===== src/include/maze_defines.svh =====
// Global constants of the maze view generator
// Screen size, wall map and perspective table, shared by the RTL and the testbench
`ifndef MAZE_DEFINES_SVH
`define MAZE_DEFINES_SVH

`define SCREEN_W      400
`define SCREEN_H      400
`define VIEW_DISPLACE 20        // Added to every emitted coordinate

// Wall map, one bit per column, column 0 in the leftmost bit
`define MAP_COLS 3
`define MAP_ROWS 7
`define MAP_ROW0 3'b111
`define MAP_ROW1 3'b001
`define MAP_ROW2 3'b101
`define MAP_ROW3 3'b001
`define MAP_ROW4 3'b101
`define MAP_ROW5 3'b001
`define MAP_ROW6 3'b101

// Perspective distance of each depth step from the screen edge
`define MAX_DEPTH 7
`define DIST_0 30
`define DIST_1 55
`define DIST_2 78
`define DIST_3 94
`define DIST_4 110
`define DIST_5 124
`define DIST_6 136

`endif


===== src/rtl/maze_pkg.sv =====
// Shared types of the maze view generator
// Every RTL file refers to these by scoped name
`include "maze_defines.svh"

package maze_pkg;

    typedef enum logic [1:0] {
        dir_east  = 2'd0,
        dir_north = 2'd1,
        dir_west  = 2'd2,
        dir_south = 2'd3
    } dir_t;

    typedef logic signed [3:0]  cell_t;     // Map index, -1 up to 7
    typedef logic signed [15:0] coord_t;    // Screen coordinate

    typedef struct packed {
        coord_t x;
        coord_t y;
    } point_t;

    typedef struct packed {
        point_t v0;
        point_t v1;
        point_t v2;
        point_t v3;
    } quad_t;

    // Screen distance v(k) of depth k, v(0) is the screen edge
    function automatic coord_t persp(input logic [2:0] k);
        case (k)
            3'd1:    return coord_t'(`DIST_0);
            3'd2:    return coord_t'(`DIST_1);
            3'd3:    return coord_t'(`DIST_2);
            3'd4:    return coord_t'(`DIST_3);
            3'd5:    return coord_t'(`DIST_4);
            3'd6:    return coord_t'(`DIST_5);
            3'd7:    return coord_t'(`DIST_6);
            default: return '0;
        endcase
    endfunction

endpackage


===== src/rtl/maze_ifs.sv =====
// Interfaces between the probe, the side scanners and the quad emitter
`timescale 1ns/1ps

// Scan command from the probe, plus a combinational map read port
interface scan_cmd_if;
    logic            start;         // One cycle pulse per refresh
    maze_pkg::cell_t org_x;         // Player cell
    maze_pkg::cell_t org_y;
    maze_pkg::cell_t fwd_x;         // One step ahead
    maze_pkg::cell_t fwd_y;
    maze_pkg::cell_t side_x;        // One step towards this side
    maze_pkg::cell_t side_y;
    logic [2:0]      end_depth;     // Free cells ahead
    maze_pkg::cell_t rd_x;
    maze_pkg::cell_t rd_y;
    logic            rd_cell;       // 1 is wall

    modport command (
        output start, org_x, org_y, fwd_x, fwd_y, side_x, side_y, end_depth, rd_cell,
        input  rd_x, rd_y
    );

    modport scanner (
        input  start, org_x, org_y, fwd_x, fwd_y, side_x, side_y, end_depth, rd_cell,
        output rd_x, rd_y
    );
endinterface

// Quad stream, valid/ready with last, done flags a side with no runs
interface quad_stream_if;
    logic            valid;
    logic            ready;
    maze_pkg::quad_t quad;
    logic            last;
    logic            done;

    modport source (output valid, quad, last, done, input ready);
    modport sink   (input valid, quad, last, done, output ready);
endinterface


===== src/rtl/corridor_probe.sv =====
// Corridor probe, holds the wall map and serves the map reads of both scanners
// On refresh it measures the free depth ahead and starts both side scans
`timescale 1ns/1ps
`include "maze_defines.svh"

module corridor_probe (
    input  logic             clk,
    input  logic             rstn,
    input  logic             refresh,
    input  maze_pkg::cell_t  player_x,
    input  maze_pkg::cell_t  player_y,
    input  maze_pkg::dir_t   facing,
    input  logic             busy,
    scan_cmd_if.command      cmd [2]
);

    logic [0:`MAP_COLS-1] map_q [0:`MAP_ROWS-1];    // map_q[y][x]

    logic            walking_q;
    logic            start_q;
    logic [2:0]      depth_q;
    maze_pkg::cell_t org_x_q, org_y_q;
    maze_pkg::cell_t fwd_x_q, fwd_y_q;
    maze_pkg::cell_t walk_x_q, walk_y_q;    // Cell one past depth_q
    maze_pkg::cell_t fwd_x_d, fwd_y_d;
    logic            ahead_wall;

    // Anything off the map is wall
    function automatic logic wall_at(input maze_pkg::cell_t x, input maze_pkg::cell_t y);
        if (x < 0 || x >= `MAP_COLS || y < 0 || y >= `MAP_ROWS) begin
            return 1'b1;
        end
        return map_q[y[2:0]][x[1:0]];
    endfunction

    // Facing to forward step, north is towards row 0
    always_comb begin
        fwd_x_d = '0;
        fwd_y_d = '0;
        case (facing)
            maze_pkg::dir_east:  fwd_x_d = 4'sd1;
            maze_pkg::dir_north: fwd_y_d = -4'sd1;
            maze_pkg::dir_west:  fwd_x_d = -4'sd1;
            default:             fwd_y_d = 4'sd1;
        endcase
    end

    assign ahead_wall = wall_at(walk_x_q, walk_y_q);

    // ==============================
    // Depth walk
    // ==============================
    always_ff @(posedge clk) begin
        if (!rstn) begin
            map_q[0]  <= `MAP_ROW0;
            map_q[1]  <= `MAP_ROW1;
            map_q[2]  <= `MAP_ROW2;
            map_q[3]  <= `MAP_ROW3;
            map_q[4]  <= `MAP_ROW4;
            map_q[5]  <= `MAP_ROW5;
            map_q[6]  <= `MAP_ROW6;
            walking_q <= 1'b0;
            start_q   <= 1'b0;
        end else begin
            start_q <= 1'b0;
            if (!walking_q && !busy && refresh) begin
                walking_q <= 1'b1;
                depth_q   <= '0;
                org_x_q   <= player_x;
                org_y_q   <= player_y;
                fwd_x_q   <= fwd_x_d;
                fwd_y_q   <= fwd_y_d;
                walk_x_q  <= player_x + fwd_x_d;
                walk_y_q  <= player_y + fwd_y_d;
            end else if (walking_q) begin
                if (ahead_wall || depth_q == 3'(`MAX_DEPTH - 1)) begin
                    walking_q <= 1'b0;
                    start_q   <= 1'b1;      // Depth settled, launch the scanners
                end else begin
                    depth_q  <= depth_q + 3'd1;
                    walk_x_q <= walk_x_q + fwd_x_q;
                    walk_y_q <= walk_y_q + fwd_y_q;
                end
            end
        end
    end

    // Left is forward turned a quarter to the left, right is its negation
    for (genvar i = 0; i < 2; i++) begin : g_cmd
        assign cmd[i].start     = start_q;
        assign cmd[i].org_x     = org_x_q;
        assign cmd[i].org_y     = org_y_q;
        assign cmd[i].fwd_x     = fwd_x_q;
        assign cmd[i].fwd_y     = fwd_y_q;
        assign cmd[i].side_x    = (i == 0) ? fwd_y_q : -fwd_y_q;
        assign cmd[i].side_y    = (i == 0) ? -fwd_x_q : fwd_x_q;
        assign cmd[i].end_depth = depth_q;
        assign cmd[i].rd_cell   = wall_at(cmd[i].rd_x, cmd[i].rd_y);
    end

endmodule


===== src/rtl/wall_scanner.sv =====
// Side wall scanner, walks one side of the corridor a cell per cycle
// Each run of equal cells becomes one quad, MIRROR selects the right side
`timescale 1ns/1ps
`include "maze_defines.svh"

module wall_scanner #(
    parameter int MIRROR = 0        // 1 reflects every x about the screen
) (
    input  logic          clk,
    input  logic          rstn,
    scan_cmd_if.scanner   cmd,
    quad_stream_if.source out
);

    localparam maze_pkg::coord_t scr_w = `SCREEN_W;
    localparam maze_pkg::coord_t scr_h = `SCREEN_H;

    logic            scanning_q;
    logic [2:0]      k_q;           // Depth of the cell under test
    logic [2:0]      run_a_q;       // First depth of the open run
    logic            run_wall_q;
    maze_pkg::cell_t cur_x_q, cur_y_q;
    logic            valid_q;
    logic            last_q;
    logic            done_q;
    maze_pkg::quad_t quad_q;
    logic            advance;
    logic            at_end;
    logic            type_change;

    // Quad of the run from depth a up to b
    function automatic maze_pkg::quad_t make_quad(input logic [2:0] a, input logic [2:0] b,
                                                  input logic wall);
        maze_pkg::coord_t va;
        maze_pkg::coord_t vb;
        maze_pkg::quad_t  q;
        va     = maze_pkg::persp(a);
        vb     = maze_pkg::persp(b);
        q.v0.x = va;
        q.v0.y = wall ? va : vb;            // Open side shows the far wall only
        q.v1.x = vb;
        q.v1.y = vb;
        q.v2.x = vb;
        q.v2.y = scr_h - vb;
        q.v3.x = va;
        q.v3.y = wall ? scr_h - va : scr_h - vb;
        if (MIRROR != 0) begin
            q.v0.x = scr_w - q.v0.x;
            q.v1.x = scr_w - q.v1.x;
            q.v2.x = scr_w - q.v2.x;
            q.v3.x = scr_w - q.v3.x;
        end
        return q;
    endfunction

    assign cmd.rd_x = cur_x_q;
    assign cmd.rd_y = cur_y_q;

    assign advance     = !valid_q || out.ready;     // Output slot free this edge
    assign at_end      = (k_q == cmd.end_depth);
    assign type_change = (k_q != '0) && (cmd.rd_cell != run_wall_q);

    // ==============================
    // Run tracking
    // ==============================
    always_ff @(posedge clk) begin
        if (!rstn) begin
            scanning_q <= 1'b0;
            valid_q    <= 1'b0;
            done_q     <= 1'b0;
        end else begin
            done_q <= 1'b0;
            if (valid_q && out.ready) begin
                valid_q <= 1'b0;
            end
            if (cmd.start) begin
                scanning_q <= 1'b1;
                k_q        <= '0;
                cur_x_q    <= cmd.org_x + cmd.side_x;
                cur_y_q    <= cmd.org_y + cmd.side_y;
            end else if (scanning_q && advance) begin
                if (at_end) begin
                    // Depth e only closes the open run
                    scanning_q <= 1'b0;
                    done_q     <= (k_q == '0);
                    if (k_q != '0) begin
                        valid_q <= 1'b1;
                        last_q  <= 1'b1;
                        quad_q  <= make_quad(run_a_q, k_q, run_wall_q);
                    end
                end else begin
                    if (type_change) begin
                        valid_q <= 1'b1;
                        last_q  <= 1'b0;
                        quad_q  <= make_quad(run_a_q, k_q, run_wall_q);
                    end
                    if (k_q == '0 || type_change) begin
                        run_a_q <= k_q;             // New run opens here
                    end
                    run_wall_q <= cmd.rd_cell;
                    k_q        <= k_q + 3'd1;
                    cur_x_q    <= cur_x_q + cmd.fwd_x;
                    cur_y_q    <= cur_y_q + cmd.fwd_y;
                end
            end
        end
    end

    assign out.valid = valid_q;
    assign out.quad  = quad_q;
    assign out.last  = last_q;
    assign out.done  = done_q;

    // Scan stays within the probe's depth, which stays inside the table
    a_depth_bound: assert property (@(posedge clk) disable iff (!rstn)
        scanning_q |-> (k_q <= cmd.end_depth) && (cmd.end_depth <= 3'(`MAX_DEPTH - 1)));

endmodule


===== src/rtl/quad_emitter.sv =====
// Quad emitter, drains the left then the right scanner, then adds the frame
// and end quads, offsets every vertex and registers the output stream
`timescale 1ns/1ps
`include "maze_defines.svh"

module quad_emitter (
    input  logic             clk,
    input  logic             rstn,
    input  logic             refresh,
    quad_stream_if.sink      side [2],
    input  logic [2:0]       end_depth,
    output logic             quad_valid,
    input  logic             quad_ready,
    output maze_pkg::coord_t q_x0, q_y0,
    output maze_pkg::coord_t q_x1, q_y1,
    output maze_pkg::coord_t q_x2, q_y2,
    output maze_pkg::coord_t q_x3, q_y3,
    output logic             busy,
    output logic             done
);

    localparam maze_pkg::coord_t scr_w = `SCREEN_W;
    localparam maze_pkg::coord_t scr_h = `SCREEN_H;
    localparam maze_pkg::coord_t offs  = `VIEW_DISPLACE;

    typedef enum logic [2:0] {
        st_idle, st_left, st_right, st_frame, st_end, st_drain, st_fin
    } state_t;

    state_t           state_q;
    logic             valid_q;
    logic             done_q;
    logic [1:0]       empty_q;      // Sticky side-empty flags
    maze_pkg::quad_t  quad_q;
    maze_pkg::quad_t  frame_quad;
    maze_pkg::quad_t  end_quad;
    maze_pkg::coord_t end_v;
    logic             slot_free;

    function automatic maze_pkg::quad_t shift(input maze_pkg::quad_t q);
        maze_pkg::quad_t r;
        r.v0.x = q.v0.x + offs;
        r.v0.y = q.v0.y + offs;
        r.v1.x = q.v1.x + offs;
        r.v1.y = q.v1.y + offs;
        r.v2.x = q.v2.x + offs;
        r.v2.y = q.v2.y + offs;
        r.v3.x = q.v3.x + offs;
        r.v3.y = q.v3.y + offs;
        return r;
    endfunction

    assign end_v = maze_pkg::persp(end_depth);

    always_comb begin
        frame_quad.v0 = '{'0, '0};
        frame_quad.v1 = '{scr_w, '0};
        frame_quad.v2 = '{scr_w, scr_h};
        frame_quad.v3 = '{'0, scr_h};
        end_quad.v0   = '{end_v, end_v};            // Far wall of the corridor
        end_quad.v1   = '{scr_w - end_v, end_v};
        end_quad.v2   = '{scr_w - end_v, scr_h - end_v};
        end_quad.v3   = '{end_v, scr_h - end_v};
    end

    assign slot_free     = !valid_q || quad_ready;
    assign side[0].ready = (state_q == st_left) && slot_free;
    assign side[1].ready = (state_q == st_right) && slot_free;

    // ==============================
    // Sequencing
    // ==============================
    always_ff @(posedge clk) begin
        if (!rstn) begin
            state_q <= st_idle;
            valid_q <= 1'b0;
            done_q  <= 1'b0;
            empty_q <= '0;
        end else begin
            done_q  <= 1'b0;
            empty_q <= empty_q | {side[1].done, side[0].done};
            if (valid_q && quad_ready) begin
                valid_q <= 1'b0;
            end
            case (state_q)
                st_idle: begin
                    if (refresh) begin
                        empty_q <= '0;
                        state_q <= st_left;
                    end
                end
                st_left: begin
                    if (side[0].valid && side[0].ready) begin
                        valid_q <= 1'b1;
                        quad_q  <= shift(side[0].quad);
                        if (side[0].last) begin
                            state_q <= st_right;
                        end
                    end else if (empty_q[0] || side[0].done) begin
                        state_q <= st_right;
                    end
                end
                st_right: begin
                    if (side[1].valid && side[1].ready) begin
                        valid_q <= 1'b1;
                        quad_q  <= shift(side[1].quad);
                        if (side[1].last) begin
                            state_q <= st_frame;
                        end
                    end else if (empty_q[1] || side[1].done) begin
                        state_q <= st_frame;
                    end
                end
                st_frame: begin
                    if (slot_free) begin
                        valid_q <= 1'b1;
                        quad_q  <= shift(frame_quad);
                        state_q <= st_end;
                    end
                end
                st_end: begin
                    if (slot_free) begin
                        valid_q <= 1'b1;
                        quad_q  <= shift(end_quad);
                        state_q <= st_drain;
                    end
                end
                st_drain: begin
                    if (valid_q && quad_ready) begin
                        state_q <= st_fin;      // End quad accepted
                    end
                end
                default: begin
                    done_q  <= 1'b1;
                    state_q <= st_idle;
                end
            endcase
        end
    end

    assign busy       = (state_q != st_idle);
    assign done       = done_q;
    assign quad_valid = valid_q;
    assign q_x0       = quad_q.v0.x;
    assign q_y0       = quad_q.v0.y;
    assign q_x1       = quad_q.v1.x;
    assign q_y1       = quad_q.v1.y;
    assign q_x2       = quad_q.v2.x;
    assign q_y2       = quad_q.v2.y;
    assign q_x3       = quad_q.v3.x;
    assign q_y3       = quad_q.v3.y;

    // A stalled output keeps its quad until accepted
    a_hold: assert property (@(posedge clk) disable iff (!rstn)
        quad_valid && !quad_ready |=> quad_valid && $stable(quad_q));

endmodule


===== src/rtl/maze_view_top.sv =====
// Maze view generator top level
// Takes a refresh with player cell and facing, streams the corridor quads out
`timescale 1ns/1ps

module maze_view_top (
    input  logic             clk,
    input  logic             rstn,
    input  logic             refresh,
    input  maze_pkg::cell_t  player_x,
    input  maze_pkg::cell_t  player_y,
    input  maze_pkg::dir_t   facing,
    input  logic             quad_ready,
    output logic             quad_valid,
    output maze_pkg::coord_t q_x0, q_y0,
    output maze_pkg::coord_t q_x1, q_y1,
    output maze_pkg::coord_t q_x2, q_y2,
    output maze_pkg::coord_t q_x3, q_y3,
    output logic             busy,
    output logic             done
);

    scan_cmd_if    cmd_bus  [2] ();     // Index 0 left, 1 right
    quad_stream_if quad_bus [2] ();

    corridor_probe u_probe (
        .clk      (clk),
        .rstn     (rstn),
        .refresh  (refresh),
        .player_x (player_x),
        .player_y (player_y),
        .facing   (facing),
        .busy     (busy),
        .cmd      (cmd_bus)
    );

    for (genvar i = 0; i < 2; i++) begin : g_side
        wall_scanner #(.MIRROR(i)) u_scanner (
            .clk  (clk),
            .rstn (rstn),
            .cmd  (cmd_bus[i]),
            .out  (quad_bus[i])
        );
    end

    quad_emitter u_emitter (
        .clk        (clk),
        .rstn       (rstn),
        .refresh    (refresh),
        .side       (quad_bus),
        .end_depth  (cmd_bus[0].end_depth),
        .quad_valid (quad_valid),
        .quad_ready (quad_ready),
        .q_x0       (q_x0),
        .q_y0       (q_y0),
        .q_x1       (q_x1),
        .q_y1       (q_y1),
        .q_x2       (q_x2),
        .q_y2       (q_y2),
        .q_x3       (q_x3),
        .q_y3       (q_y3),
        .busy       (busy),
        .done       (done)
    );

endmodule


===== config.mk =====
export PLATFORM = sky130hd
export DESIGN_NAME = maze_view_top
export DESIGN_NICKNAME = d
export VERILOG_FILES = /design/src/rtl/maze_pkg.sv /design/src/rtl/maze_ifs.sv /design/src/rtl/corridor_probe.sv /design/src/rtl/wall_scanner.sv /design/src/rtl/quad_emitter.sv /design/src/rtl/maze_view_top.sv
export VERILOG_INCLUDE_DIRS = /design/src /design/src/include
export SDC_FILE = /design/constraint.sdc
export NUM_CORES = 1
export LEC_CHECK = 0
export BUFFER_PORTS_ARGS = -buffer_cell sky130_fd_sc_hd__buf_4
export CAP_MARGIN = 20
export CORE_MARGIN = 2
export CORE_UTILIZATION = 40
export DETAILED_ROUTE_END_ITERATION = 6
export GPL_ROUTABILITY_DRIVEN = 0
export SLEW_MARGIN = 20
export SYNTH_ARGS = -nofsm -noshare
export SYNTH_HDL_FRONTEND = slang
export SYNTH_SLANG_ARGS = --single-unit

===== constraint.sdc =====
create_clock -name clk -period 7.45 [get_ports clk]
set_clock_uncertainty 0.15 [all_clocks]
set_input_delay 0.3725 -clock clk [delete_from_list [all_inputs] [get_ports clk]]
set_output_delay 0.3725 -clock clk [all_outputs]
set_load 0.02 [all_outputs]

# [Word level (Yosys, flattened, before mapping)]
# Memories as Yosys holds them, arrays and structs flattened. A register that Yosys moved wholly into a read port is not among the register bits.
# Index checks and enable logic that the tools add are counted.
[word_totals] regBits=458 ram_bits=14 output_inout_bits=131 mem_count=1
[op_classes] addsub=44 magnitude_cmp=15 eq_ne=61 mux=159 bitwise_logic=11 n_reduce_logical=68
[mem_list] name="u_probe.map_q" words=7 word_bits=2 read_ports=3 rd_ports_with_merged_regs=3 write_ports=7 line_no="corridor_probe.sv:17" rtl="logic [0:`MAP_COLS-1] map_q [0:`MAP_ROWS-1];"
[op_table] operator="$mux 128" count=10
[op_table] operator="$mux 16" count=48
[op_table] operator="$pmux 128 s4" count=1
[op_table] operator="$add 16x6->16 const B" count=18
[op_table] operator="$pmux 8 s7" count=5
[op_table] operator="$sub 10x16->16 const A" count=8
[op_table] operator="$mux 4" count=18
[op_table] operator="$eq 3x3->1 const B" count=22
[op_table] operator="$mux 3" count=19
[op_table] operator="$mux 1" count=49
[op_table] operator="$add 4x4->4" count=12
[op_table] operator="$eq 3x2->1 const B" count=12
[op_table] operator="$lt 4x1->1 const B" count=6
[op_table] operator="$reduce_and 5->1" count=4
[op_table] operator="$eq 3x1->1 const B" count=6
[op_table] operator="$pmux 3 s6" count=1
[op_table] operator="$logic_or 1x1->1" count=17
[op_table] operator="$pmux 4 s2" count=2
[op_table] operator="$ne 2x2->1 const B" count=7
[op_table] operator="$reduce_bool 2->1" count=7
[op_table] operator="$ge 4x3->1 const B" count=3
[op_table] operator="$ge 4x4->1 const B" count=3
[op_table] operator="$ne 3x3->1 const B" count=4
[op_table] operator="$logic_and 1x1->1" count=11
[op_table] operator="other kinds (29)" count=65

# [Logic depth before layout (Yosys ltp)]
# Gate-level depths: netlist of the first run.
[logic_depth] depth_word=17 mapped_depth=13 depth_no_buf=10

# [By module]
# From an unflattened synthesis of the first run, not the netlist that was laid out.
[unflattened] hier_cells=1885 area_unflattened_um2=19038.3
[by_module_without_submodules] module="quad_emitter" n_inst=1 cells_per_inst=1033 area_each_um2=9634.2 seq_area_each_um2=3983.8
[by_module_without_submodules] module="wall_scanner (g_side[1].u_scanner)" n_inst=1 cells_per_inst=349 area_each_um2=3806.2 seq_area_each_um2=1771.7
[by_module_without_submodules] module="wall_scanner (g_side[0].u_scanner)" n_inst=1 cells_per_inst=341 area_each_um2=3742.3 seq_area_each_um2=1741.7
[by_module_without_submodules] module="corridor_probe" n_inst=1 cells_per_inst=162 area_each_um2=1855.5 seq_area_each_um2=790.8

# [Worst setup path before layout of the first run]
# Ideal clock, no wire load.
[synth_timing] path_kind="reg2reg" from="reg u_emitter.state_q[2]" to="reg g_side[1].u_scanner.last_q (enable)" arrival_time_ns=3.077 required_ns=6.861 setup_slack_ns=3.784 stages_incl_launch_ff=7 n_path_buf=2 period_less_slack_ns=3.666 cell_sequence="dfxtp_1 buf_6 or3b_1 buf_6 o21ai_4 nand4_1 a211oi_2"
[synth_between] elab_chain_cells=5
[synth_rtl] item="start, declared" line_no="quad_emitter.sv:30" rtl="state_t state_q;"
[synth_rtl] item="start signal, assigned" line_no="quad_emitter.sv:75" rtl="state_q <= st_idle;"
[synth_rtl] item="start signal, assigned" line_no="quad_emitter.sv:89" rtl="state_q <= st_left;"
[synth_rtl] item="start signal, assigned" line_no="quad_emitter.sv:97" rtl="state_q <= st_right;"
[synth_rtl] item="$eq 3x2->1" line_no="quad_emitter.sv:68" rtl="assign side[1].ready = (state_q == st_right) && slot_free;"
[synth_rtl] item="$logic_and 1x1->1" line_no="quad_emitter.sv:68"
[synth_rtl] item="$logic_or 1x1->1" line_no="wall_scanner.sv:59" rtl="assign advance = !valid_q || out.ready;"
[synth_rtl] item="$logic_and 1x1->1" line_no="wall_scanner.sv:81" rtl="end else if (scanning_q && advance) begin"
[synth_rtl] item="$reduce_and 5->1 (no source line)"
[synth_rtl] item="end signal, assigned" line_no="wall_scanner.sv:88" rtl="last_q <= 1'b1;"
[synth_rtl] item="end signal, assigned" line_no="wall_scanner.sv:94" rtl="last_q <= 1'b0;"
[synth_rtl] item="end, declared" line_no="wall_scanner.sv:24" rtl="logic last_q;"
# Every way passes these cells.
# A chain may end at the register's enable or synchronous reset.

# [Worst setup path in the final report of the first run]
[layout_timing] from="reg u_probe.depth_q[2], in the netlist u_probe.cmd[0].end_depth[2]" to="reg u_emitter.quad_q, in the netlist u_emitter.q_y2[6] (data pin)"
[layout_between] elab_chain_cells=6 word_cells_on_any_way=12 classes_between="add/sub: 2; eq/ne: 7; mux: 3"
[layout_rtl] item="start, declared" line_no="corridor_probe.sv:21" rtl="logic [2:0] depth_q;"
[layout_rtl] item="start signal, assigned" line_no="corridor_probe.sv:80" rtl="depth_q <= depth_q + 3'd1;"
[layout_rtl] item="$eq 3x3->1, or another cell as far along" line_no="maze_pkg.sv:31" rtl="case (k)"
[layout_rtl] item="$pmux 8 s7 (*)" line_no="maze_pkg.sv:31"
[layout_rtl] item="$sub 9x8->10 (*)" line_no="quad_emitter.sv:62" rtl="end_quad.v2 = '{scr_w - end_v, scr_h - end_v};"
[layout_rtl] item="$add 16x6->16 (*)" line_no="quad_emitter.sv:47" rtl="r.v2.y = q.v2.y + offs;"
[layout_rtl] item="$mux 128 (*)" line_no="quad_emitter.sv:122" rtl="if (slot_free) begin"
[layout_rtl] item="$pmux 128 s4 (*)" line_no="quad_emitter.sv:85" rtl="case (state_q)"
[layout_rtl] item="end signal, assigned" line_no="quad_emitter.sv:95" rtl="quad_q <= shift(side[0].quad);"
[layout_rtl] item="end signal, assigned" line_no="quad_emitter.sv:117" rtl="quad_q <= shift(frame_quad);"
[layout_rtl] item="end signal, assigned" line_no="quad_emitter.sv:124" rtl="quad_q <= shift(end_quad);"
[layout_rtl] item="end, declared" line_no="quad_emitter.sv:34" rtl="maze_pkg::quad_t quad_q;"
# Mark *: on every way between the ends. The rest lies on a longest branch, timed or not. The select of a mux whose other input is x is not followed.

==> metrics.txt, run 1 <==
global-route wire length before repair=46700 µm; hold path startpoint=rstn; CTS Sinks=215; TritonCTS clock tree=done; register area=0.00622 mm²; vias in the first global route=8233; die area=0.0332 mm²; status=completed; clock group share of total power=27.1%; Reg2Reg Depth=6; WHS Path Cells=2; largest net degree at the start of global routing=56; Post-DRT Antenna Nets=0; share of cells above drive strength 1=15.5%; CP Launch Point=u_probe.cmd[0].end_depth[2]; max_slew headroom=28.7%; Reg power frac=40.0%; DR vias/cell=5.22; dpl hpwl=22900 µm; core area=0.0314 mm²; Mapped Area=0.0127 mm²; Startpoint Class=register; die extent in x=182 µm; Total GRT Usage=18.1%; total CTS buffers=25; post-synthesis sequential area ratio=49.0%; Worst EP arrival=3.43 ns; H-tree depth reported by CTS=1; Switching Share=34.6%; post-route clock period utilization=45.1%; Synth area leaders=edfxtp_1 45%, ha_1 6.6%, buf_4 4.4%; Crit-path slowest cell=edfxtp_1; cells after synthesis=1169; CP endpoint kind=register; clock-pin slew on the worst setup and hold paths=0.06 ns; P&R area growth vs syn=11.7%; Antenna Cells=0; critical path's top delay family=compound AO/OA/AOI/OAI gates; most common cell after layout, fill and taps aside=edfxtp_1; most frequent cells in the layout=191 x edfxtp_1, 100 x buf_4, 99 x nand2_1; Setup TNS=0 ns; Buf+Inv Stages, Crit Path=1; Max Slew Vio Count=0; ordered list of cells on the worst path=clkinv_1 -> ha_1 -> o311ai_0 -> o32ai_1 -> a22oi_1 -> o21ai_0; Overflow after GRT=0; Hold Path Class=primary input to register; Async SR Flop Fraction=0%; Setup CP Type=register to register; ys flop type=edfxtp_1; # setup viols final=0; sw power=0.00145 W; clk buf depth=3; Synth Register Bits=215; Routed Wire Length=30500 µm; actual slew at the worst max-slew pin=1.07 ns; clk_lat worst skew=0.52 ns; Setup WS post-layout=4.09 ns; I/O Pins=145; EDFF count, synth=191; Cell variety after synth=79; RR Startpoint=u_probe.cmd[0].end_depth[2]; Crit path required time=7.52 ns; pre-CTS setup slack=4.12 ns; Initial Utilization=40.4%; drt wl/cell=18.6 µm; Logic pwr share=32.8%; DR iter-0 viols=591; CTS root buf=clkbuf_16; P_int=0.00273 W; initial antenna violation count=0; fin nets=1315; Site Rows=65; Synth top area share=45.2%; Max Freq=298 MHz; Pre-antenna DRT Iters=7; fillers=2934; WP depth=6; Leakage Power=5.63 nW; cell taking the most area after synthesis=edfxtp_1; Port Buf Inserts=94; slowest cell delay on critical path=0.73 ns; Hold Violations, Final=0; Yosys warnings=0; MaxCap Viol Count=0; area of the multi-input gates=0.00562 mm²; worst vdd ir=0.148 mV; drt drc=0; via count=8567; Post-Syn Area per Cell=10.9 µm²; pwr dens=294 mW/mm²; Die Y=182 µm; min Tclk post-route=3.36 ns; crit path max fanout=15; RSZ-0062 raised after global routing=false
==> final timing paths <==
| path | end | slack (ns) |
|---|---|---|
| setup reg to reg | u_emitter.q_y2[6] | 4.09 |
| hold / removal | u_emitter.state_q[2] | 0.06 |
| setup / recovery | u_emitter.q_y2[6] | 4.09 |
| hold reg to reg | u_emitter.empty_q[1] | 0.31 |
==> through the flow <==
stage                     hold WS (ns)  instance area [µm²]  instances  total power, W  util (%)
after detailed placement         0.306                13300       1588         0.00305      42.5
after global placement           0.296                13300       1588         0.00303      42.5
after floorplan                  0.272                12900       1218         0.00268         -
after CTS                       0.0334                14200       1641         0.00420      45.2
after global routing            0.0574                14200       1641         0.00439      45.2
final                           0.0571                14200       1641         0.00417      45.2
==> cell families (layout without fill, tap and decap cells) <==
group                    after synthesis  after routing  synth area share (%)
multiplexers                          52             52                  4.48
XOR/XNOR                              87             87                  6.00
other                                  2             51                0.0592
buffers and inverters                200            221                  8.31
AO/OA/AOI/OAI                        238            238                  12.6
AND/OR/NAND/NOR                      296            296                  11.0
adder cells (fa/ha/maj)               79             79                  8.50
flip-flops                           215            215                  49.0
==> power groups by stage <==
stage | combinational (W) | sequential [W] | clock, W
2_1_floorplan | 0.000942 | 0.00173 | 0
3_3_place_gp | 0.00134 | 0.00169 | 0
3_5_place_dp | 0.00136 | 0.00170 | 0
4_1_cts | 0.00137 | 0.00167 | 0.00116
5_1_grt | 0.00149 | 0.00169 | 0.00121
6_report | 0.00137 | 0.00167 | 0.00113
==> state kept, by name, indices dropped and copies added (netlist names), 3 cells and up, named ones only <==
signal,cells
u_emitter.q_y1,9
u_emitter.q_y3,10
u_probe.cmd.org_y,4
u_emitter.state_q,3
u_emitter.q_y0,8
g_side.u_scanner.cmd.rd_x,8
u_probe.cmd.end_depth,3
g_side.u_scanner.run_a_q,6
u_probe.walk_x_q,4
g_side.u_scanner.out.quad,81
u_emitter.q_x1,9
u_emitter.q_x3,10
g_side.u_scanner.k_q,6
g_side.u_scanner.cmd.rd_y,8
u_probe.walk_y_q,4
u_emitter.q_y2,9
u_probe.cmd.org_x,4
==> cells in the mapped netlist (4+ instances only) <==
master,number
a211oi_1,6
a21o_1,18
a21oi_1,66
a221o_1,4
a221oi_1,8
a22oi_1,4
a31o_2,9
a31oi_1,14
and2_1,4
and3_1,6
buf_1,5
buf_2,9
buf_4,74
clkbuf_1,42
dfxtp_1,24
edfxtp_1,191
fa_1,12
ha_1,67
inv_1,67
mux2_2,22
mux2i_1,24
nand2_1,99
nand2b_1,8
nand3_1,18
nor2_1,80
nor2b_1,18
nor3_1,28
nor4_1,6
o211ai_1,9
o21a_1,13
o21ai_0,45
o21ai_1,4
o21bai_1,5
or2_2,4
or3_1,10
xnor2_1,46
xor2_1,41
==> final cells by class <==
cell class / count / share of cell area (%)
clock buffer: 33 / 4.62
clock inverter: 11 / 0.635
inverter: 68 / 1.80
multi-input combinational: 803 / 39.6
sequential: 215 / 43.8
tap: 402 / 3.55
timing repair buffer: 109 / 5.93
==> repair_timing <==
action | 4_1_cts | 5_1_grt
hold buffers | 9 | 0
buffers inserted | 0 | 0
hold endpoints to repair | 10 | 0
resized for setup | 0 | 0
==> routing by layer <==
metal / routed length (µm) / up-vias / track usage, %
li1: - / 4142 / -
met1: 13200 / 4068 / 23.4
met2: 14700 / 294 / 31.1
met3: 1590 / 63 / 2.41
met4: 1090 / 0 / 6.61
met5: 0 / - / 0
Power figures use the tool's default switching activity.
==> run 2: changes to the inputs <==
ABC_AREA = 1   (was unset)
clock period = 3.4 ns   (was 7.45 ns; I/O delays follow)
==> metrics.txt, run 2 <==
TritonCTS clock tree=done (unchanged); most common cell after layout, fill and taps aside=nand2_1 (was edfxtp_1); clock group share of total power=26.1% (was 27.1%); cell taking the most area after synthesis=edfxtp_1 (unchanged); final design instance area without fill=0.0141 mm² (was 0.0142 mm²); Buf+Inv Stages, Crit Path=1 (unchanged); Synth area leaders=edfxtp_1 46%, nand2_1 8.8%, ha_1 6.7% (was edfxtp_1 45%, ha_1 6.6%, buf_4 4.4%); critical path's top delay family=adder cells (was compound AO/OA/AOI/OAI gates); DR vias/cell=4.81 (was 5.22); Yosys warnings=0 (unchanged); WP depth=12 (was 6); drt wl/cell=15.9 µm (was 18.6 µm); max reg flops=81 (unchanged); Switching Share=36.8% (was 34.6%); sw power=0.00349 W (was 0.00145 W); hold path startpoint=refresh (was rstn); post-route clock period utilization=84.0% (was 45.1%); top post-synthesis cells by count=295 x nand2_1, 191 x edfxtp_1, 167 x inv_1, 88 x nor2_1, 77 x buf_4 (was 191 x edfxtp_1, 99 x nand2_1, 80 x nor2_1, 74 x buf_4); Synth top area share=45.8% (was 45.2%); Initial Utilization=40.7% (was 40.4%); Site Rows=64 (was 65); Startpoint Class=register (unchanged); Setup WS post-layout=0.545 ns (was 4.09 ns); register area=0.00622 mm² (unchanged); Logic pwr share=35.3% (was 32.8%); Synth Register Bits=215 (unchanged); core area=0.0307 mm² (was 0.0314 mm²); largest net degree at the start of global routing=56 (unchanged); CTS Hold Bufs=12 (was 9); total power=0.00947 W (was 0.00417 W); total CTS buffers=25 (unchanged); global-route wire length before repair=45100 µm (was 46700 µm); top-count cell post-synth=nand2_1 (was edfxtp_1); H-tree depth reported by CTS=1 (unchanged); Crit-path slowest cell=edfxtp_1 (unchanged); min Tclk post-route=2.85 ns (was 3.36 ns); Antenna Cells=0 (unchanged); Setup TNS=0 ns (unchanged); most frequent cells in the layout=295 x nand2_1, 191 x edfxtp_1, 167 x inv_1 (was 191 x edfxtp_1, 100 x buf_4, 99 x nand2_1); fin nets=1510 (was 1315); initial antenna violation count=0 (unchanged); met3 WL=1220 µm (was 1590 µm); vias in the first global route=8204 (was 8233); # Post-CTS Setup Buffers=0 (unchanged); Port Buf Inserts=94 (unchanged); ys flop type=edfxtp_1 (unchanged); reg2reg setup slack=0.55 ns (was 4.09 ns); EDFF count, synth=191 (unchanged); actual slew at the worst max-slew pin=0.712 ns (was 1.07 ns); P_int=0.00599 W (was 0.00273 W); Routed Wire Length=29100 µm (was 30500 µm); slowest cell delay on critical path=0.50 ns (was 0.73 ns); Crit path required time=3.52 ns (was 7.52 ns); Total GRT Usage=17.6% (was 18.1%); CP endpoint kind=register (unchanged); dpl hpwl=22500 µm (was 22900 µm); DR iter-0 viols=759 (was 591); CTS Sinks=215 (unchanged); WHS=0.0418 ns (was 0.0571 ns); fillers=2933 (was 2934); post-synthesis sequential area ratio=49.6% (was 49.0%); RR Startpoint=u_probe.cmd[0].end_depth[0] (was u_probe.cmd[0].end_depth[2]); Reg power frac=38.7% (was 40.0%); crit-path most repeated cell=ha_1; die extent in x=181 µm (was 182 µm); ordered list of cells on the worst path=ha_1 -> ha_1 -> inv_1 -> o21ai_0 -> nor2_1 -> nand2_1 -> xor2_1 -> ha_1 -> a21oi_1 -> nand2_1 -> nand3_1 -> nand3b_1 (was clkinv_1 -> ha_1 -> o311ai_0 -> o32ai_1 -> a22oi_1 -> o21ai_0); PostCTS Resize Cnt=0 (unchanged); pwr dens=670 mW/mm² (was 294 mW/mm²); Post-DP Area=0.0133 mm² (about the same); CTS root buf=clkbuf_16 (unchanged); Mapped Area=0.0125 mm² (was 0.0127 mm²); RSZ-0062 raised after global routing=false (unchanged); drt drc=0 (unchanged); Routed met1 length=12400 µm (was 13200 µm); DR WL met2=14200 µm (was 14700 µm); clk_lat worst skew=0.54 ns (was 0.52 ns); Worst EP arrival=2.98 ns (was 3.43 ns); Max Slew Vio Count=0 (unchanged); Setup CP Type=register to register (unchanged); worst vdd ir=0.361 mV (was 0.148 mV); area of the multi-input gates=0.00509 mm² (was 0.00562 mm²); Overflow after GRT=0 (unchanged); share of cells above drive strength 1=14.8% (was 15.5%); Reg2Reg Depth=12 (was 6); Async SR Flop Fraction=0% (unchanged); P&R area growth vs syn=12.9% (was 11.7%); Post-Syn Area per Cell=9.45 µm² (was 10.9 µm²); # setup viols final=0 (unchanged); via count=8806 (was 8567); WHS Path Cells=4 (was 2); Hold Crit Endpoint=u_emitter.empty_q[1] (was u_emitter.state_q[2]); Cell variety after synth=54 (was 79); clk buf depth=3 (unchanged); Pre-antenna DRT Iters=5 (was 7); cells after synthesis=1326 (was 1169); status=completed (unchanged); Hold Path Class=primary input to register (unchanged); I/O Pins=145 (unchanged); pre-CTS setup slack=0.634 ns (was 4.12 ns); Hold Violations, Final=0 (unchanged); die area=0.0327 mm² (was 0.0332 mm²); max_slew headroom=52.0% (was 28.7%); Max Freq=350 MHz (was 298 MHz); crit path max fanout=6 (was 15); highest routing layer actually used=met4 (unchanged); Die Y=181 µm (was 182 µm); MaxCap Viol Count=0 (unchanged); Post-DRT Antenna Nets=0 (unchanged); clock-pin slew on the worst setup and hold paths=0.06 ns (about the same); Leakage Power=6.28 nW (was 5.63 nW); reg-to-reg endpoint=u_emitter.q_x1[6] (was u_emitter.q_y2[6])
[run 2: worst max-delay path by stage]
stage                                   end                        start
final                     u_emitter.q_x1[6]  u_probe.cmd[0].end_depth[0]
after global routing      u_emitter.q_x1[6]  u_probe.cmd[0].end_depth[0]
after CTS                 u_emitter.q_x1[6]  u_probe.cmd[0].end_depth[0]
after detailed placement  u_emitter.q_x1[6]  u_probe.cmd[0].end_depth[0]
after global placement    u_emitter.q_y3[6]  u_probe.cmd[0].end_depth[0]
after floorplan           u_emitter.q_x1[1]         u_emitter.state_q[0]
[run 2: cells by family after synthesis]
group	after synthesis	synth area share (%)
AO/OA/AOI/OAI	169	7.78
XOR/XNOR	44	3.08
adder cells (fa/ha/maj)	79	8.61
buffers and inverters	278	11.3
flip-flops	215	49.6
multiplexers	4	0.320
other	2	0.0600
AND/OR/NAND/NOR	535	19.2
[run 2: worst register-to-register path: cells and delay by family (launching register included)]
family          cells  cell delay (ns)
compound gates      2             0.23
xor+xnor            1             0.18
fa+ha+maj           3             0.72
buf+inv             1             0.06
flops               1             0.50
simple gates        5             0.72
[run 2: area by class of cell]
cell class                 instances  share of cell area (%)
clock buffer                      31                    4.80
clock inverter                    14                   0.549
inverter                         175                    4.65
multi-input combinational        882                    36.0
sequential                       215                    44.0
tap                              396                    3.50
timing repair buffer             118                    6.57
[run 2: layer usage]
layer / GRT usage, % / up-vias
met4: 7.54 / 0
met2: 30.9 / 265
met3: 2.12 / 64
met1: 22.0 / 4011
li1: - / 4466
met5: 0 / -
[run 2: through the flow]
step,cells,utilization [%]
CTS,1831,46.0
detailed placement,1774,43.1
floorplan,1375,-
finish,1831,46.0
global placement,1774,43.1
global route,1831,46.0
[run 2: power groups by stage]
stage                     Sequential, W  Clock [W]  Combinational (W)
after floorplan                 0.00387          0            0.00232
after global placement          0.00371          0            0.00329
after detailed placement        0.00372          0            0.00331
after CTS                       0.00367    0.00252            0.00334
after global routing            0.00370    0.00263            0.00369
final                           0.00366    0.00247            0.00334
==> run 3: changes to the inputs <==
clock period = 2.4 ns   (was 3.4 ns; I/O delays follow)
==> metrics.txt, run 3 (synthesis gave the netlist of run 2 again) <==
Hold Path Class=primary input to register (unchanged); Overflow after GRT=0 (unchanged); # setup viols final=0 (unchanged); initial antenna violation count=0 (unchanged); DR iter-0 viols=643 (was 759); Crit path required time=2.52 ns (was 3.52 ns); most frequent cells in the layout=290 x nand2_1, 191 x edfxtp_1, 161 x inv_1 (was 295 x nand2_1, 191 x edfxtp_1, 167 x inv_1); Logic pwr share=36.4% (was 35.3%); die extent in x=181 µm (unchanged); register area=0.00622 mm² (about the same); H-tree depth reported by CTS=1 (unchanged); drt drc=0 (unchanged); Initial Utilization=40.7% (unchanged); clk_lat worst skew=0.52 ns (was 0.54 ns); reg2reg setup slack=0.08 ns (was 0.55 ns); global-route wire length before repair=45900 µm (was 45100 µm); Max Slew Vio Count=0 (unchanged); I/O Pins=145 (unchanged); Total GRT Usage=17.7% (was 17.6%); most common cell after layout, fill and taps aside=nand2_1 (unchanged); hold path startpoint=player_x[2] (was refresh); Setup CP Type=register to register (unchanged); CTS root buf=clkbuf_16 (unchanged); DR vias/cell=4.81 (about the same); RR Startpoint=u_probe.cmd[0].end_depth[0] (unchanged); sw power=0.00502 W (was 0.00349 W); worst vdd ir=0.771 mV (was 0.361 mV); vias in the first global route=8625 (was 8204); crit path max fanout=4 (was 6); fin nets=1557 (was 1510); via count=9042 (was 8806); post-layout util=48.0% (was 46.0%); largest net degree at the start of global routing=56 (unchanged); Post-DRT Antenna Nets=0 (unchanged); pre-CTS setup slack=-0.0464 ns (was 0.634 ns); Max Freq=432 MHz (was 350 MHz); dpl hpwl=22800 µm (was 22500 µm); met3 WL=1190 µm (was 1220 µm); drt wl/cell=15.5 µm (was 15.9 µm); RSZ-0062 raised after global routing=true (was false); pwr dens=956 mW/mm² (was 670 mW/mm²); core area=0.0307 mm² (unchanged); clock-pin slew on the worst setup and hold paths=0.06 ns (about the same); post-route clock period utilization=96.5% (was 84.0%); clk buf depth=3 (unchanged); fillers=2884 (was 2933); P&R area growth vs syn=17.7% (was 12.9%); DR WL met2=14100 µm (was 14200 µm); Antenna Cells=0 (unchanged); Die Y=181 µm (unchanged); total power=0.0141 W (was 0.00947 W); status=completed (unchanged); final design instance area without fill=0.0147 mm² (was 0.0141 mm²); Post-DP Area=0.0136 mm² (was 0.0133 mm²); max reg flops=81 (unchanged); Setup WS post-layout=0.0845 ns (was 0.545 ns); P_int=0.00908 W (was 0.00599 W); Reg power frac=36.5% (was 38.7%); highest routing layer actually used=met4 (unchanged); Port Buf Inserts=94 (unchanged); CP endpoint kind=register (unchanged); TritonCTS clock tree=done (unchanged); Startpoint Class=register (unchanged); max_slew headroom=65.1% (was 52.0%); Leakage Power=6.55 nW (was 6.28 nW); die area=0.0327 mm² (unchanged); Hold Violations, Final=0 (unchanged); MaxCap Viol Count=0 (unchanged); clock group share of total power=27.2% (was 26.1%); Pre-antenna DRT Iters=5 (unchanged); Worst EP arrival=2.43 ns (was 2.98 ns); Routed met1 length=12600 µm (was 12400 µm); reg-to-reg endpoint=u_emitter.q_y2[6] (was u_emitter.q_x1[6]); area of the multi-input gates=0.00522 mm² (was 0.00509 mm²); Switching Share=35.6% (was 36.8%); Hold Crit Endpoint=u_probe.cmd[0].org_x[2] (was u_emitter.empty_q[1]); min Tclk post-route=2.32 ns (was 2.85 ns); actual slew at the worst max-slew pin=0.520 ns (was 0.712 ns); Reg2Reg Depth=12 (unchanged); CTS Sinks=215 (unchanged); WHS Path Cells=2 (was 4); Site Rows=64 (unchanged); Routed Wire Length=29100 µm (about the same); share of cells above drive strength 1=19.8% (was 14.8%); total CTS buffers=25 (unchanged)
run 3: cell types whose count changed in the layout (fill, tap and decap cells not counted), sizes merged:
cell,change
buf,+46
clkbuf,+6
clkinv,-5
inv,-3
bufinv,+1
clkinvlp,+1
dlygate4sd3,+1
run 3: cell type report:
type	instances	area share, %
Sequential cell	215	42.2
Multi-Input combinational cell	882	35.4
Timing Repair Buffer	165	8.87
Clock buffer	37	5.26
Inverter	175	4.50
Tap cell	396	3.36
Clock inverter	8	0.484
run 3: repair_timing:
action / CTS / global route
gates resized for setup: 3 / 33
pin swaps: 5 / 16
setup endpoints to repair: 5 / 65
hold buffers: 13 / 0
endpoints found under the hold margin: 34 / 0
buffers inserted: 4 / 3
run 3: layer usage:
metal,vias to the layer above,track usage [%]
li1,4550,-
met1,4196,22.7
met2,234,30.3
met3,62,2.24
met4,0,7.51
met5,-,0
run 3: worst max path at each step:
stage / slack (ns) / startpoint / endpoint / cells past startpoint
after floorplan: -0.14 / u_emitter.state_q[2] / u_emitter.q_x1[1] / 9
after global placement: 0.004 / u_probe.cmd[0].end_depth[1] / u_emitter.q_x1[3] / 12
final: 0.08 / u_probe.cmd[0].end_depth[0] / u_emitter.q_y2[6] / 12
after global routing: -0.05 / u_probe.cmd[0].end_depth[1] / u_emitter.q_x1[6] / 12
after detailed placement: -0.05 / u_probe.cmd[0].end_depth[1] / u_emitter.q_x1[3] / 11
after CTS: 0.0003 / u_probe.cmd[0].end_depth[0] / u_emitter.q_y3[6] / 12
run 3: power by group through the flow:
| stage | sequential [W] | clock [W] | combinational (W) |
|---|---|---|---|
| 6_report | 0.00514 | 0.00383 | 0.00513 |
| 3_3_place_gp | 0.00521 | 0 | 0.00492 |
| 4_1_cts | 0.00515 | 0.00391 | 0.00504 |
| 5_1_grt | 0.00520 | 0.00407 | 0.00568 |
| 3_5_place_dp | 0.00522 | 0 | 0.00498 |
| 2_1_floorplan | 0.00547 | 0 | 0.00331 |
run 3: worst max-delay path: stages, from the launching register on:
cell and delay (ns):
edfxtp_1 0.45, ha_2 0.24, ha_4 0.17, inv_2 0.05, o21ai_2 0.05, nor2_2 0.16, nand2_2 0.10, xor2_1 0.15
ha_2 0.21, a21oi_2 0.11, nand2_1 0.07, nand3_2 0.08, nand3_1 0.08
run 3: metrics by stage:
stage               std cells  hold slack, ns  TNS, ns
CTS                      1875           0.158        0
detailed placement       1813           0.162  -0.0647
global placement         1813           0.166        0
floorplan                1375          0.0689    -7.46
global route             1878           0.183   -0.173
finish                   1878           0.194        0
